$ cat src/match_board_pkg.sv
`default_nettype none

package match_board_pkg;

    //////////////////////////////
    // board geometry
    //////////////////////////////

    localparam int GRID_SIZE     = 8;
    // cells are 32x32 pixels
    localparam int CELL_SHIFT    = 5;
    // symbol inset inside its cell
    localparam int SYMBOL_MARGIN = 4;
    // cursor frame thickness
    localparam int FRAME_WIDTH   = 2;
    // legal codes 0..4
    localparam int NUM_SYMBOLS   = 5;

    typedef logic [9:0]  coord_t;
    typedef logic [2:0]  grid_index_t;
    typedef logic [2:0]  symbol_t;
    // 4 bits each of r, g, b
    typedef logic [11:0] rgb_t;

    //////////////////////////////
    // colours
    //////////////////////////////

    localparam rgb_t COLOR_BLANK      = 12'h000;
    localparam rgb_t COLOR_BACKGROUND = 12'hFFF;
    localparam rgb_t COLOR_CURSOR     = 12'h0FF;
    localparam rgb_t COLOR_SELECTED   = 12'hF00;

    // yellow, green, blue, magenta, orange
    localparam rgb_t symbol_palette [NUM_SYMBOLS] = '{
        12'hFF0, 12'h0F0, 12'h00F, 12'hF0F, 12'hF80
    };

    typedef struct packed {
        grid_index_t row;
        grid_index_t col;
    } cell_addr_t;

    typedef struct packed {
        logic       en;
        cell_addr_t addr;
        symbol_t    value;
    } cell_write_t;

    typedef struct packed {
        cell_addr_t pos;
        logic       selected;
    } cursor_t;

endpackage

`default_nettype wire

$ cat src/board_filler.sv
`timescale 1ns/1ps
`default_nettype none

module board_filler import match_board_pkg::*; (
    input  wire logic  clk,
    input  wire logic  reset,
    input  wire logic  game_reset,
    output cell_write_t wr
);

    localparam grid_index_t GRID_LAST = grid_index_t'(GRID_SIZE - 1);

    logic [2:0]  lfsr;
    symbol_t     candidate;
    logic        accept;
    cell_addr_t  fill_addr;
    logic        wr_en;
    cell_addr_t  wr_addr;
    symbol_t     wr_value;

    //////////////////////////////
    // random source
    //////////////////////////////

    // 3-bit maximal lfsr cycling through 1..7
    always_ff @(posedge clk or posedge reset) begin
        if (reset) begin
            lfsr <= 3'd1;
        end else begin
            lfsr <= {lfsr[1:0], lfsr[2] ^ lfsr[1]};
        end
    end

    // lfsr never hits 0, so shift down by one
    assign candidate = lfsr - 3'd1;
    // codes of 5 and up are dropped
    assign accept = game_reset && (candidate < symbol_t'(NUM_SYMBOLS));

    //////////////////////////////
    // fill walk
    //////////////////////////////

    // row runs fastest and col steps on row wrap
    always_ff @(posedge clk or posedge reset) begin
        if (reset) begin
            fill_addr <= '0;
            wr_en     <= 1'b0;
        end else begin
            wr_en <= accept;
            if (accept) begin
                if (fill_addr.row == GRID_LAST) begin
                    fill_addr.row <= '0;
                    // col wraps to 0 after the last cell
                    fill_addr.col <= fill_addr.col + 1'b1;
                end else begin
                    fill_addr.row <= fill_addr.row + 1'b1;
                end
            end
        end
    end

    // write payload is only meaningful with wr_en
    always_ff @(posedge clk) begin
        if (accept) begin
            wr_addr  <= fill_addr;
            wr_value <= candidate;
        end
    end

    assign wr = '{en: wr_en, addr: wr_addr, value: wr_value};

endmodule

`default_nettype wire

$ cat src/board_store.sv
`timescale 1ns/1ps
`default_nettype none

module board_store import match_board_pkg::*; (
    input  wire logic        clk,
    input  wire logic        reset,
    input  wire cell_write_t wr,
    input  wire cell_addr_t  rd_addr,
    output symbol_t          rd_value
);

    // board cells indexed [row][col]
    symbol_t cells [GRID_SIZE][GRID_SIZE];

    //////////////////////////////
    // write port
    //////////////////////////////

    always_ff @(posedge clk or posedge reset) begin
        if (reset) begin
            // whole board back to code 0
            for (int r = 0; r < GRID_SIZE; r++) begin
                for (int c = 0; c < GRID_SIZE; c++) begin
                    cells[r][c] <= '0;
                end
            end
        end else if (wr.en) begin
            cells[wr.addr.row][wr.addr.col] <= wr.value;
        end
    end

    //////////////////////////////
    // read port
    //////////////////////////////

    // combinational read in the same cycle as the pixel
    assign rd_value = cells[rd_addr.row][rd_addr.col];

endmodule

`default_nettype wire

$ cat src/cursor_control.sv
`timescale 1ns/1ps
`default_nettype none

module cursor_control import match_board_pkg::*; (
    input  wire logic clk,
    input  wire logic reset,
    input  wire logic left,
    input  wire logic right,
    input  wire logic up,
    input  wire logic down,
    input  wire logic enter,
    output cursor_t   cursor
);

    localparam grid_index_t GRID_LAST = grid_index_t'(GRID_SIZE - 1);

    // key order left, right, up, down, enter
    logic [4:0]  keys;
    logic [4:0]  keys_q;
    logic        left_p;
    logic        right_p;
    logic        up_p;
    logic        down_p;
    logic        enter_p;
    grid_index_t row;
    grid_index_t col;
    logic        selected;

    assign keys = {left, right, up, down, enter};

    // previous sample of each key
    always_ff @(posedge clk or posedge reset) begin
        if (reset) begin
            keys_q <= '0;
        end else begin
            keys_q <= keys;
        end
    end

    // one-cycle pulse on each rising edge
    assign {left_p, right_p, up_p, down_p, enter_p} = keys & ~keys_q;

    //////////////////////////////
    // cursor position
    //////////////////////////////

    // first pending arrow wins and stops at the edges
    always_ff @(posedge clk or posedge reset) begin
        if (reset) begin
            row <= '0;
            col <= '0;
        end else if (!selected) begin
            if (left_p) begin
                if (col != '0) col <= col - 1'b1;
            end else if (right_p) begin
                if (col != GRID_LAST) col <= col + 1'b1;
            end else if (up_p) begin
                if (row != '0) row <= row - 1'b1;
            end else if (down_p) begin
                if (row != GRID_LAST) row <= row + 1'b1;
            end
        end
    end

    // enter flips selection, which freezes the cursor
    always_ff @(posedge clk or posedge reset) begin
        if (reset) begin
            selected <= 1'b0;
        end else if (enter_p) begin
            selected <= ~selected;
        end
    end

    assign cursor = '{pos: '{row: row, col: col}, selected: selected};

endmodule

`default_nettype wire

$ cat src/match_board_top.sv
`timescale 1ns/1ps
`default_nettype none

module match_board_top import match_board_pkg::*; #(
    parameter coord_t BOARD_ORIGIN_X = 10'd272,
    parameter coord_t BOARD_ORIGIN_Y = 10'd112
) (
    input  wire logic   clk,
    input  wire logic   reset,
    input  wire logic   video_on,
    input  wire coord_t pix_x,
    input  wire coord_t pix_y,
    input  wire logic   left,
    input  wire logic   right,
    input  wire logic   up,
    input  wire logic   down,
    input  wire logic   enter,
    input  wire logic   game_reset,
    output rgb_t        graph_rgb
);

    cursor_t     cursor;
    cell_write_t wr;
    cell_addr_t  rd_addr;
    symbol_t     rd_value;

    // keys to cursor and selection
    cursor_control i_cursor_control (
        .clk    (clk),
        .reset  (reset),
        .left   (left),
        .right  (right),
        .up     (up),
        .down   (down),
        .enter  (enter),
        .cursor (cursor)
    );

    // random board fill while game_reset is held
    board_filler i_board_filler (
        .clk        (clk),
        .reset      (reset),
        .game_reset (game_reset),
        .wr         (wr)
    );

    board_store i_board_store (
        .clk      (clk),
        .reset    (reset),
        .wr       (wr),
        .rd_addr  (rd_addr),
        .rd_value (rd_value)
    );

    // per-pixel colour
    pixel_renderer #(
        .BOARD_ORIGIN_X (BOARD_ORIGIN_X),
        .BOARD_ORIGIN_Y (BOARD_ORIGIN_Y)
    ) i_pixel_renderer (
        .video_on  (video_on),
        .pix_x     (pix_x),
        .pix_y     (pix_y),
        .cursor    (cursor),
        .rd_value  (rd_value),
        .rd_addr   (rd_addr),
        .graph_rgb (graph_rgb)
    );

endmodule

`default_nettype wire

$ cat src/pixel_renderer.sv
`timescale 1ns/1ps
`default_nettype none

module pixel_renderer import match_board_pkg::*; #(
    parameter coord_t BOARD_ORIGIN_X = 10'd272,
    parameter coord_t BOARD_ORIGIN_Y = 10'd112
) (
    input  wire logic    video_on,
    input  wire coord_t  pix_x,
    input  wire coord_t  pix_y,
    input  wire cursor_t cursor,
    input  wire symbol_t rd_value,
    output cell_addr_t   rd_addr,
    output rgb_t         graph_rgb
);

    // 8 cells of 32 pixels
    localparam int BOARD_PIXELS = GRID_SIZE << CELL_SHIFT;
    localparam int CELL_SIZE    = 1 << CELL_SHIFT;

    localparam coord_t BOARD_SPAN = coord_t'(BOARD_PIXELS);

    typedef logic [CELL_SHIFT-1:0] offset_t;

    // frame covers offsets 0..1 and 30..31
    localparam offset_t FRAME_LO = offset_t'(FRAME_WIDTH);
    localparam offset_t FRAME_HI = offset_t'(CELL_SIZE - FRAME_WIDTH);
    // symbol covers offsets 4..27
    localparam offset_t SYM_LO   = offset_t'(SYMBOL_MARGIN);
    localparam offset_t SYM_HI   = offset_t'(CELL_SIZE - SYMBOL_MARGIN);

    coord_t  dx;
    coord_t  dy;
    logic    on_board;
    offset_t off_x;
    offset_t off_y;
    logic    in_cursor_cell;
    logic    in_frame;
    logic    in_symbol;

    //////////////////////////////
    // pixel to cell
    //////////////////////////////

    // offset from the board's top left corner
    assign dx = pix_x - BOARD_ORIGIN_X;
    assign dy = pix_y - BOARD_ORIGIN_Y;

    // lower bound checked on the raw coordinate, upper on the offset
    assign on_board = (pix_x >= BOARD_ORIGIN_X) && (dx < BOARD_SPAN)
                   && (pix_y >= BOARD_ORIGIN_Y) && (dy < BOARD_SPAN);

    // upper offset bits pick the cell
    assign rd_addr.row = dy[CELL_SHIFT +: $bits(grid_index_t)];
    assign rd_addr.col = dx[CELL_SHIFT +: $bits(grid_index_t)];

    // low bits give position within the cell
    assign off_x = dx[CELL_SHIFT-1:0];
    assign off_y = dy[CELL_SHIFT-1:0];

    assign in_cursor_cell = on_board && (rd_addr == cursor.pos);

    // edge band of the cursor cell
    assign in_frame = in_cursor_cell
                   && ((off_x < FRAME_LO) || (off_x >= FRAME_HI)
                    || (off_y < FRAME_LO) || (off_y >= FRAME_HI));

    assign in_symbol = on_board
                    && (off_x >= SYM_LO) && (off_x < SYM_HI)
                    && (off_y >= SYM_LO) && (off_y < SYM_HI);

    //////////////////////////////
    // colour mux
    //////////////////////////////

    // blank, then frame, then symbol, then background
    always_comb begin
        if (!video_on) begin
            graph_rgb = COLOR_BLANK;
        end else if (in_frame) begin
            graph_rgb = cursor.selected ? COLOR_SELECTED : COLOR_CURSOR;
        end else if (in_symbol && (rd_value < symbol_t'(NUM_SYMBOLS))) begin
            graph_rgb = symbol_palette[rd_value];
        end else begin
            // also covers an illegal code in the store
            graph_rgb = COLOR_BACKGROUND;
        end
    end

endmodule

`default_nettype wire

$ cat config.mk
export PLATFORM = sky130hd
export DESIGN_NAME = match_board_top
export DESIGN_NICKNAME = d
export VERILOG_FILES = /design/src/match_board_pkg.sv /design/src/board_filler.sv /design/src/board_store.sv /design/src/cursor_control.sv /design/src/match_board_top.sv /design/src/pixel_renderer.sv
export SDC_FILE = /design/constraint.sdc
export NUM_CORES = 1
export LEC_CHECK = 0
export BUFFER_PORTS_ARGS = -buffer_cell sky130_fd_sc_hd__buf_2
export CAP_MARGIN = 15
export CORE_AREA = 2 2 151 153
export CTS_CLUSTER_DIAMETER = 50
export DETAILED_ROUTE_END_ITERATION = 12
export DIE_AREA = 0 0 153 155
export GPL_ROUTABILITY_DRIVEN = 0
export HOLD_SLACK_MARGIN = 0.05
export PLACE_DENSITY_LB_ADDON = 0.05
export SETUP_SLACK_MARGIN = 0.02
export SYNTH_ARGS = -nofsm -noshare
export SYNTH_HDL_FRONTEND = slang
export SYNTH_SLANG_ARGS = --single-unit
$ cat constraint.sdc
create_clock -name clk -period 8.2 [get_ports clk]
set_input_delay 0.82 -clock clk [delete_from_list [all_inputs] [get_ports clk]]
set_output_delay 0.82 -clock clk [all_outputs]
set_load 0.03 [all_outputs]
### Yosys cells after proc, flatten, opt, wreduce, memory -nomap -nowiden

Memory sizes are Yosys's and may differ from the RTL's.
Cells that the tools add are included.
Widths: inputs -> output; s select.

| word-level totals | value |
|---|---|
| flip-flop bits (word level) | 223 |
| memory bits (read-only) | 96 |
| input port bits | 29 |
| memories kept | 1 |

| operators by class | value |
|---|---|
| $add $sub $neg | 9 |
| magnitude comparators | 21 |
| equal/unequal tests | 6 |
| multiplexer cells | 26 |
| bitwise gates (word level) | 11 |
| reduce and logical (&&, ||, !) cells | 25 |

Memories:

| name | words | width | read ports | clocked after Yosys merged registers in | wr ports | RTL line | source |
|---|---|---|---|---|---|---|---|
| (name not given) | 8 | 12 | 1 | 0 | 0 | pixel_renderer.sv:83 | `graph_rgb = symbol_palette[rd_value];` |

Operators with widths:

| cell | count |
|---|---|
| $bwmux 192 | 1 |
| $bmux 24 s3 | 1 |
| $demux 24 s3 | 1 |
| $mux 12 | 6 |
| $mux 24 | 3 |
| $mux 3 | 12 |
| $ge 4x4->1 const B | 5 |
| $lt 10x9->1 const B | 2 |
| $not 3->4 | 5 |
| $logic_and 1x1->1 | 13 |
| $add 3x1->3 const B | 4 |
| $ge 10x7->1 const B | 1 |
| $ge 10x9->1 const B | 1 |
| $ge 5x3->1 const B | 2 |
| $ge 5x5->1 const B | 2 |
| $lt 5x2->1 const B | 2 |
| $lt 5x5->1 const B | 2 |
| $sub 10x7->10 const B | 1 |
| $sub 10x9->10 const B | 1 |
| $bmux 3 s3 | 1 |
| $demux 3 s3 | 1 |
| $sub 3x1->3 const B | 3 |
| $lt 4x1->1 const B | 2 |
| $reduce_bool 2->1 | 4 |
| other kinds (14) | 22 |

### Depth between registers and ports, before layout

Gate-level depths: netlist of the first run.

| logic depth | value |
|---|---|
| word-level depth | 15 |
| gate-level depth with buffers | 13 |
| mapped depth without buffers | 10 |

### Hierarchy

A second synthesis of the first run with hierarchy kept.

| unflattened totals | value |
|---|---|
| cells, all modules | 809 |
| area total of the unflattened synthesis | 11,079.4 µm² |

By module, submodules not included:

| module | instances | cells an instance | area each (µm²) |
|---|---|---|---|
| board_store | 1 | 637 | 9,133.8 |
| board_filler | 1 | 44 | 753.2 |
| cursor_control | 1 | 57 | 664.4 |
| pixel_renderer | 1 | 71 | 528.0 |

### Worst setup path before layout of the first run

No wires, ideal clock.

| timing | value |
|---|---|
| path kind | input to output |
| start | input pix_y[4] |
| end | output graph_rgb[10] |
| data arrival time | 3,846 ps |
| required time | 7,380 ps |
| path slack | 3,534 ps |
| stages | 11 |
| buffers on the path | 2 |
| cell sequence | ha_1 xor2_2 buf_6 mux4_1 and2_1 a2111oi_0 a31oi_1 and4_1 xnor2_1 a21oi_1 buf_4 |

| on the way | value |
|---|---|
| longest elaborated chain between the ends | 15 |
| elaborated cells on any way between the ends | 34 |
| those cells by class | 1 x add/sub; 7 x order compare; 1 x eq/ne; 11 x mux; 2 x bitwise; 11 x reduce/logical; 1 x memory |

RTL lines:

| element | RTL line | source |
|---|---|---|
| start, declared | match_board_top.sv:12 | `input wire coord_t pix_y,` |
| $sub 10x7->10 | pixel_renderer.sv:47 | `assign dy = pix_y - BOARD_ORIGIN_Y;` |
| $not 3->4 (implied by the code) | board_store.sv:37 | `assign rd_value = cells[rd_addr.row][rd_addr.col];` |
| $bmux 24 s3 | board_store.sv:37 |  |
| $mux 24 (implied by the code) (2 in series) | board_store.sv:37 |  |
| $bmux 3 s3 | board_store.sv:37 |  |
| $mux 3 (implied by the code) (2 in series) | board_store.sv:37 |  |
| $not 3->4 (implied by the code) | pixel_renderer.sv:83 |  |
| $mem_v2 8x12 | n/a |  |
| $mux 12 (implied by the code) (2 in series) | pixel_renderer.sv:83 |  |
| $mux 12 | pixel_renderer.sv:82 | `end else if (in_symbol && (rd_value < symbol_t'(NUM_SYMBOLS))) begin` |
| $mux 12 * | pixel_renderer.sv:80 | `end else if (in_frame) begin` |
| $mux 12 * | pixel_renderer.sv:78 | `if (!video_on) begin` |
| end, declared | match_board_top.sv:19 | `output rgb_t graph_rgb` |

Every way passes the cells marked *; elsewhere a longest branch is shown, timed or not. The select of a mux whose other input is x is not followed.

### Worst setup path in the final report of the first run

| timing | value |
|---|---|
| start | input pix_y[4] |
| end | output graph_rgb[8] |

Same word-level chain as after synthesis.

==> key figures, run 1 <==
Status
  – Status: completed

Logic synthesis
  – Net Count, Synth: 835
  – Top post-synthesis cells by area: dfrtp_1 49%, mux2_2 20%, mux4_2 7.7%, mux4_1 2.9%, edfxtp_1 2.5%
  – Sequential area share after synthesis: 51.9%
  – Top-area cell type share of the netlist area: 49.2%
  – Number of synthesized flops with an enable pin: 9
  – Synth area leader: dfrtp_1
  – Post-Syn Area: 10800 um^2
  – Post-synth cell types: 57
  – Async set or reset register ratio after synthesis: 96.0%
  – Seq cells post-synth: 223
  – Avg Inst Size Synth: 13.6 um^2
  – Synthesized instance count: 798
  – Top FF cell, synth: dfrtp_1
  – Yosys warnings: 0

Floorplan
  – Starting Density: 48.7%
  – Core area: 22200 um^2
  – IO Count: 41
  – Die Ht: 155 um
  – Rows: 55
  – Die area: 23700 um^2
  – DIE WIDTH: 153 um

Setup path
  – Buf+Inv Stages, Crit Path: 3
  – Critical Path Fanout Max: 33
  – R2R depth: 3
  – Req. time, crit path: 7380 ps
  – Flop-to-flop setup slack: 5950 ps
  – Startpoint types: input pin
  – Critical path cell sequence: buf_2, ha_2, xor2_4, buf_4, mux4_1, mux4_2, mux2i_1, a211o_1, xnor2_1, a21oi_1, buf_2
  – Critical R2R Capture: i_board_store.cells[163]
  – Slowest-stage cell, CP: xor2_4
  – Cell repeated most along the worst path: buf_2
  – Critical path's largest stage delay: 680 ps
  – Worst EP arrival: 4550 ps
  – R2R Path Start: i_board_filler.wr[6]
  – Family with the most delay on the worst path: multiplexers
  – Crit Path Class: in2out
  – Crit. End Element: output pin

Cells and area
  – Multi-input gate area: 4920 um^2
  – Most frequent cells in the layout: 213 x dfrtp_1, 195 x mux2_2, 63 x nand2_1
  – N_diodes: 0
  – Commonest non-fill, non-tap cell in the layout: dfrtp_1
  – Finished Layout Cells: 1136
  – Syn-to-layout area delta: 12.8%
  – Fin nets: 866
  – Register area: 5630 um^2
  – Share of layout cells above drive strength 1: 39.2%
  – Fill cells: 1836

Timing
  – Setup violations, final: 0
  – WHS: 405 ps
  – Min Tclk post-route: 5370 ps
  – Final Cycle Share: 65.5%
  – Setup TNS: 0 ps
  – Worst-margin pin slew: 976 ps
  – Final Hold Fails: 0
  – Slew headroom: 34.9%
  – Max Clock Skew: 8.63 ps
  – Final Slew Violations: 0
  – Unrepaired setup endpoints after global routing: no
  – Max Clock Freq: 0.186 GHz

CTS
  – Worst skew pair latency: 530 ps
  – # Post-CTS Setup Buffers: 0
  – Total CTS buffers: 30
  – TritonCTS clock tree: yes
  – Reg clk slew, reported paths: 60 ps
  – Post-CTS sizing: 0
  – Cts hold-fix bufs: 0
  – Max Root-Sink Buffers: 3
  – Clock Tree Root: clkbuf_16
  – CTS sink cnt: 223
  – H-tree depth: 1

Pwr
  – Leakage power: 5.75 nW
  – Int Power: 2.01 mW
  – Switching Fraction: 23.8%
  – Sw power: 628 uW
  – PwrDens: 216 nW/um^2
  – Worst VDD drop: 0.000141 V
  – Gate power share: 7.9%
  – Share of power burned in the clock network: 48.2%
  – Power, Total: 2.64 mW
  – Sequential power share: 44.0%

Global routing
  – Antenna violations before repair: 0
  – Largest net degree at the start of global routing: 139
  – Vias in the first global route: 7037
  – Gr ovfl total: 0
  – GR Util All Layers: 20.8%
  – First-pass GRT wire length: 39.0 mm

Detailed routing
  – First DRT Iteration DRCs: 431
  – Routed Antenna Nets: 0
  – # DRC: 0
  – Vias per cell: 5.83
  – Final wirelength: 24.1 mm
  – Wire per inst: 21.2 um
  – DR vias: 6623
  – First-pass detailed-route iteration total: 5

Worst hold path
  – Worst hold start: right
  – Worst min-delay path category: in2reg
  – Hold endpoint: i_cursor_control.keys_q[3]
  – Worst Hold Depth: 1

Place
  – Placed insts: 1082
  – Final HPWL DP: 16.2 mm
  – Number of buffers added on ports: 38

Flow run
  – Max Cap Viol: 0
## worst max path at each step
stage	slack, ps	endpoint	from	cells past startpoint
after CTS	2730	graph_rgb[8]	pix_y[4]	11
after detailed placement	2750	graph_rgb[8]	pix_y[4]	11
final	2830	graph_rgb[8]	pix_y[4]	11
after global placement	2800	graph_rgb[11]	pix_y[4]	11
after global routing	2550	graph_rgb[8]	pix_y[4]	12
after floorplan	1530	i_board_filler.fill_addr[0]	reset	1
## synth_stat cells, types with 4 or more instances
master and number:
nor2b_1 10, mux2_2 195, nand2_1 63, mux4_2 37, xor2_1 9, nand4_1 6, inv_1 14, buf_4 9
buf_2 5, a21oi_1 11, nand3_1 19, mux4_1 12, edfxtp_1 9, ha_1 6, xnor2_1 14, a31oi_1 5
nor3_1 11, clkbuf_1 28, nor2_1 49, nand2b_1 4, nand3b_1 4, o21ai_0 7, dfrtp_1 213, and3_1 7
## sequential cells by signal, summed over array words and instances (netlist names)
register / count
i_cursor_control.col: 3
i_cursor_control.keys_q: 5
i_board_filler.wr_value: 3
i_board_filler.lfsr: 3
i_cursor_control.row: 3
i_board_filler.fill_addr: 6
i_board_store.cells: 192
i_board_filler.wr: 6
i_cursor_control.selected: 1
i_board_filler.wr_en: 1
## metrics by stage
stage,cell area (um^2),setup slack (ps),util (%)
floorplan,10800,1530,-
finish,12200,2830,55.0
global placement,11200,2800,50.5
CTS,12200,2730,55.0
global route,12200,2550,55.0
detailed placement,11200,2750,50.5
## power groups by stage
stage          clock (mW)  sequential (mW)  combinational, mW
3_3_place_gp            0             1.18              0.206
2_1_floorplan           0             1.17              0.164
4_1_cts              1.30             1.16              0.212
6_report             1.27             1.16              0.207
3_5_place_dp            0             1.18              0.211
5_1_grt              1.35             1.16              0.233
## worst register-to-register path: stages (launching register included)
cell      delay [ps]
edfxtp_1         690
nor3b_1          820
nand2_1          280
mux2_2           340
## logic make-up after synthesis
family	after synthesis	synth area share, %
buf+inv	62	2.81
flops	223	51.9
compound gates	42	2.56
mux	246	31.1
xor+xnor	25	2.16
simple gates	192	8.43
fa+ha+maj	8	1.06
## final cells by class
type	instances	share of cell area (%)
Sequential cell	223	46.0
Multi-Input combinational cell	513	40.2
Clock buffer	44	7.41
Tap cell	285	2.92
Timing Repair Buffer	47	2.11
Clock inverter	10	0.819
Inverter	14	0.491
## layer usage
| layer | track usage (%) | wire, um | vias up |
|---|---|---|---|
| met5 | 0 | 0 | - |
| met4 | 5.47 | 430 | 0 |
| met3 | 2.92 | 1190 | 33 |
| met2 | 34.8 | 11600 | 167 |
| met1 | 29.0 | 10900 | 3447 |
| li1 | - | - | 2976 |
No activity file was read; power rests on OpenSTA's default activity.
==> run 2, diff against run 1 <==
==> constraint.sdc (replaced) <==
create_clock -name clk -period 4.7 [get_ports clk]
set_input_delay 0.47 -clock clk [delete_from_list [all_inputs] [get_ports clk]]
set_output_delay 0.47 -clock clk [all_outputs]
set_load 0.03 [all_outputs]
==> run 2 against run 1 <==
- non-clock buffer count increased by 13
- worst setup slack got worse by 2200 ps
- sequential share of layout area fell by 0.38 points
- design area grew 0.84%
- first-iteration DRC count is 32% lower
- flip-flop and latch count unchanged
- routed wire length is 2.1% higher
- global-route usage rose by 0.29 points
- count of clock-buffer cells in the layout fell by 4
- clock power is 68% higher
- sequential power rose by 74%
- power grew 72%
==> key figures, run 2 (same netlist as run 1, synthesis figures left out) <==
Cells and area
  – Finished Layout Cells: 1146 (+0.88%)
  – Fin nets: 877 (+1.3%)
  – Max FFs per register: 192 (unchanged)
  – Final instance area: 12300 um^2 (+0.84%)
  – N_diodes: 0 (unchanged)
  – Most flops, register: i_board_store.cells
  – Commonest non-fill, non-tap cell in the layout: dfrtp_1
  – Share of layout cells above drive strength 1: 39.6% (+0.36 points)
  – Syn-to-layout area delta: 13.8%
  – Most frequent cells in the layout: 213 x dfrtp_1, 195 x mux2_2, 63 x nand2_1

Detailed routing
  – Metal3 WL: 1.03 mm (-13%)
  – # DRC: 0 (unchanged)
  – Vias per cell: 5.81 (-0.30%)
  – DR vias: 6661 (+0.57%)
  – First DRT Iteration DRCs: 291 (-32%)
  – Met2 wire len: 11.9 mm (+2.5%)
  – Final wirelength: 24.6 mm (+2.1%)
  – M1 wire length: 11.2 mm (+2.9%)
  – First-pass detailed-route iteration total: 4 (-1)
  – Routed Antenna Nets: 0 (unchanged)
  – Top Layer Used: met4
  – Wire per inst: 21.5 um (+1.2%)

Timing
  – Slew headroom: 44.3% (+9.4 points)
  – Max Clock Skew: 12.2 ps (+3.57 ps)
  – Final Cycle Share: 87.4%
  – Setup violations, final: 0 (unchanged)
  – Final Hold Fails: 0 (unchanged)
  – Worst-margin pin slew: 830 ps (-147 ps)
  – Final Slew Violations: 0 (unchanged)
  – Min Tclk post-route: 4110 ps
  – Unrepaired setup endpoints after global routing: no
  – Setup TNS: 0 ps (unchanged)
  – Max Clock Freq: 0.243 GHz

CTS
  – CTS sink cnt: 223 (unchanged)
  – Total CTS buffers: 28 (-6.7%)
  – Reg clk slew, reported paths: 60 ps (about the same)
  – TritonCTS clock tree: yes
  – Worst skew pair latency: 540 ps (about the same)
  – Max Root-Sink Buffers: 3 (unchanged)
  – H-tree depth: 1 (unchanged)
  – # Post-CTS Setup Buffers: 0 (unchanged)
  – Clock Tree Root: clkbuf_16

Pwr
  – Switching Fraction: 24.3% (+0.42 points)
  – Share of power burned in the clock network: 47.0% (-1.2 points)
  – Leakage power: 5.80 nW (+0.92%)
  – Int Power: 3.44 mW (+71%)
  – Sw power: 1.10 mW (+75%)
  – Worst VDD drop: 0.000233 V (+65%)
  – Gate power share: 8.5% (+0.6 points)
  – Sequential power share: 44.5% (+0.5 points)
  – PwrDens: 368 nW/um^2 (+71%)

Floorplan
  – IO Count: 41 (unchanged)
  – Core area: 22200 um^2 (unchanged)
  – Die area: 23700 um^2 (unchanged)
  – Rows: 55 (unchanged)
  – Starting Density: 48.7% (unchanged)
  – Die Ht: 155 um (unchanged)
  – DIE WIDTH: 153 um (unchanged)

Worst hold path
  – Worst min-delay path category: in2async

Global routing
  – First-pass GRT wire length: 39.6 mm (+1.4%)
  – Vias in the first global route: 7136 (+1.4%)
  – Largest net degree at the start of global routing: 115 (-17%)
  – Antenna violations before repair: 0 (unchanged)
  – Gr ovfl total: 0 (unchanged)
  – GR Util All Layers: 21.1% (+0.29 points)

Setup path
  – Crit Path Class: in2out
  – Crit. End Element: output pin
  – Critical R2R Capture: i_board_store.cells[90]
  – Startpoint types: input pin
  – R2R Path Start: i_board_filler.wr[8]
  – Critical path endpoint: graph_rgb[9]
  – Req. time, crit path: 4230 ps (-3150 ps)
  – Flop-to-flop setup slack: 2450 ps (-3500 ps)
  – R2R depth: 4 (+1)
  – Worst EP arrival: 3640 ps (-910 ps)
  – Critical Path Fanout Max: 9 (-73%)
  – Crit path from: pix_y[4]

Flow run
  – Max Cap Viol: 0 (unchanged)

Place
  – Number of buffers added on ports: 38 (unchanged)
  – Placed insts: 1088 (+0.55%)
  – Final HPWL DP: 16.7 mm (+2.5%)
  – Area after DPL: 11300 um^2 (+0.70%)

Status
  – Status: completed
[run 2: what timing repair did]
action / 4_1_cts / 5_1_grt
endpoints found under the setup margin: 0 / 0
resized for setup: 0 / 0
hold buffers: 5 / 1
endpoints found under the hold margin: 5 / 3
[run 2: through the flow]
| step | utilization, % | total power [mW] | hold WS, ps | setup slack (ps) |
|---|---|---|---|---|
| final | 55.5 | 4.54 | 402 | 592 |
| after detailed placement | 50.8 | 2.44 | 406 | 599 |
| after global routing | 55.5 | 4.72 | 405 | 404 |
| after floorplan | - | 2.32 | 392 | 734 |
| after CTS | 55.3 | 4.59 | 198 | 577 |
| after global placement | 50.8 | 2.42 | 400 | 644 |
[run 2: worst min path at each step]
stage,start,to,cells after the start
floorplan,i_board_filler.lfsr[1],i_board_filler.lfsr[2],0
global placement,i_board_filler.lfsr[0],i_board_filler.lfsr[1],0
detailed placement,i_board_filler.lfsr[0],i_board_filler.lfsr[1],0
CTS,reset,i_board_filler.lfsr[2],2
global route,reset,i_board_filler.lfsr[2],3
finish,reset,i_board_filler.lfsr[2],3
[run 2: power groups by stage]
stage	clock network [mW]	registers, mW	logic [mW]
after global placement	0	2.05	0.372
after detailed placement	0	2.06	0.387
after floorplan	0	2.04	0.286
final	2.13	2.02	0.387
after global routing	2.26	2.03	0.429
after CTS	2.18	2.02	0.393
[run 2: routing by layer]
layer	GRT usage, %	up-vias
met4	5.29	0
met1	29.5	3475
met5	0	-
met2	35.0	144
met3	3.37	41
li1	-	3001
[run 2: final cells by class]
| type | instances | area (um^2) |
|---|---|---|
| flip-flops and latches | 223 | 5630 |
| fillers | 1808 | 9900 |
| multi-input cells | 513 | 4920 |
| clock inverters | 11 | 103 |
| inverters | 14 | 56.3 |
| clock buffers | 40 | 847 |
| well taps | 285 | 357 |
| repair buffers | 60 | 420 |
[run 2: critical path, stage by stage]
cell       delay (ps)
buf_2             140
ha_2              270
xor2_4            460
mux4_1            700
and2_1            190
a2111oi_0         370
a31oi_1           100
and4_1            280
xnor2_1           140
a21oi_1           250
buf_2             250
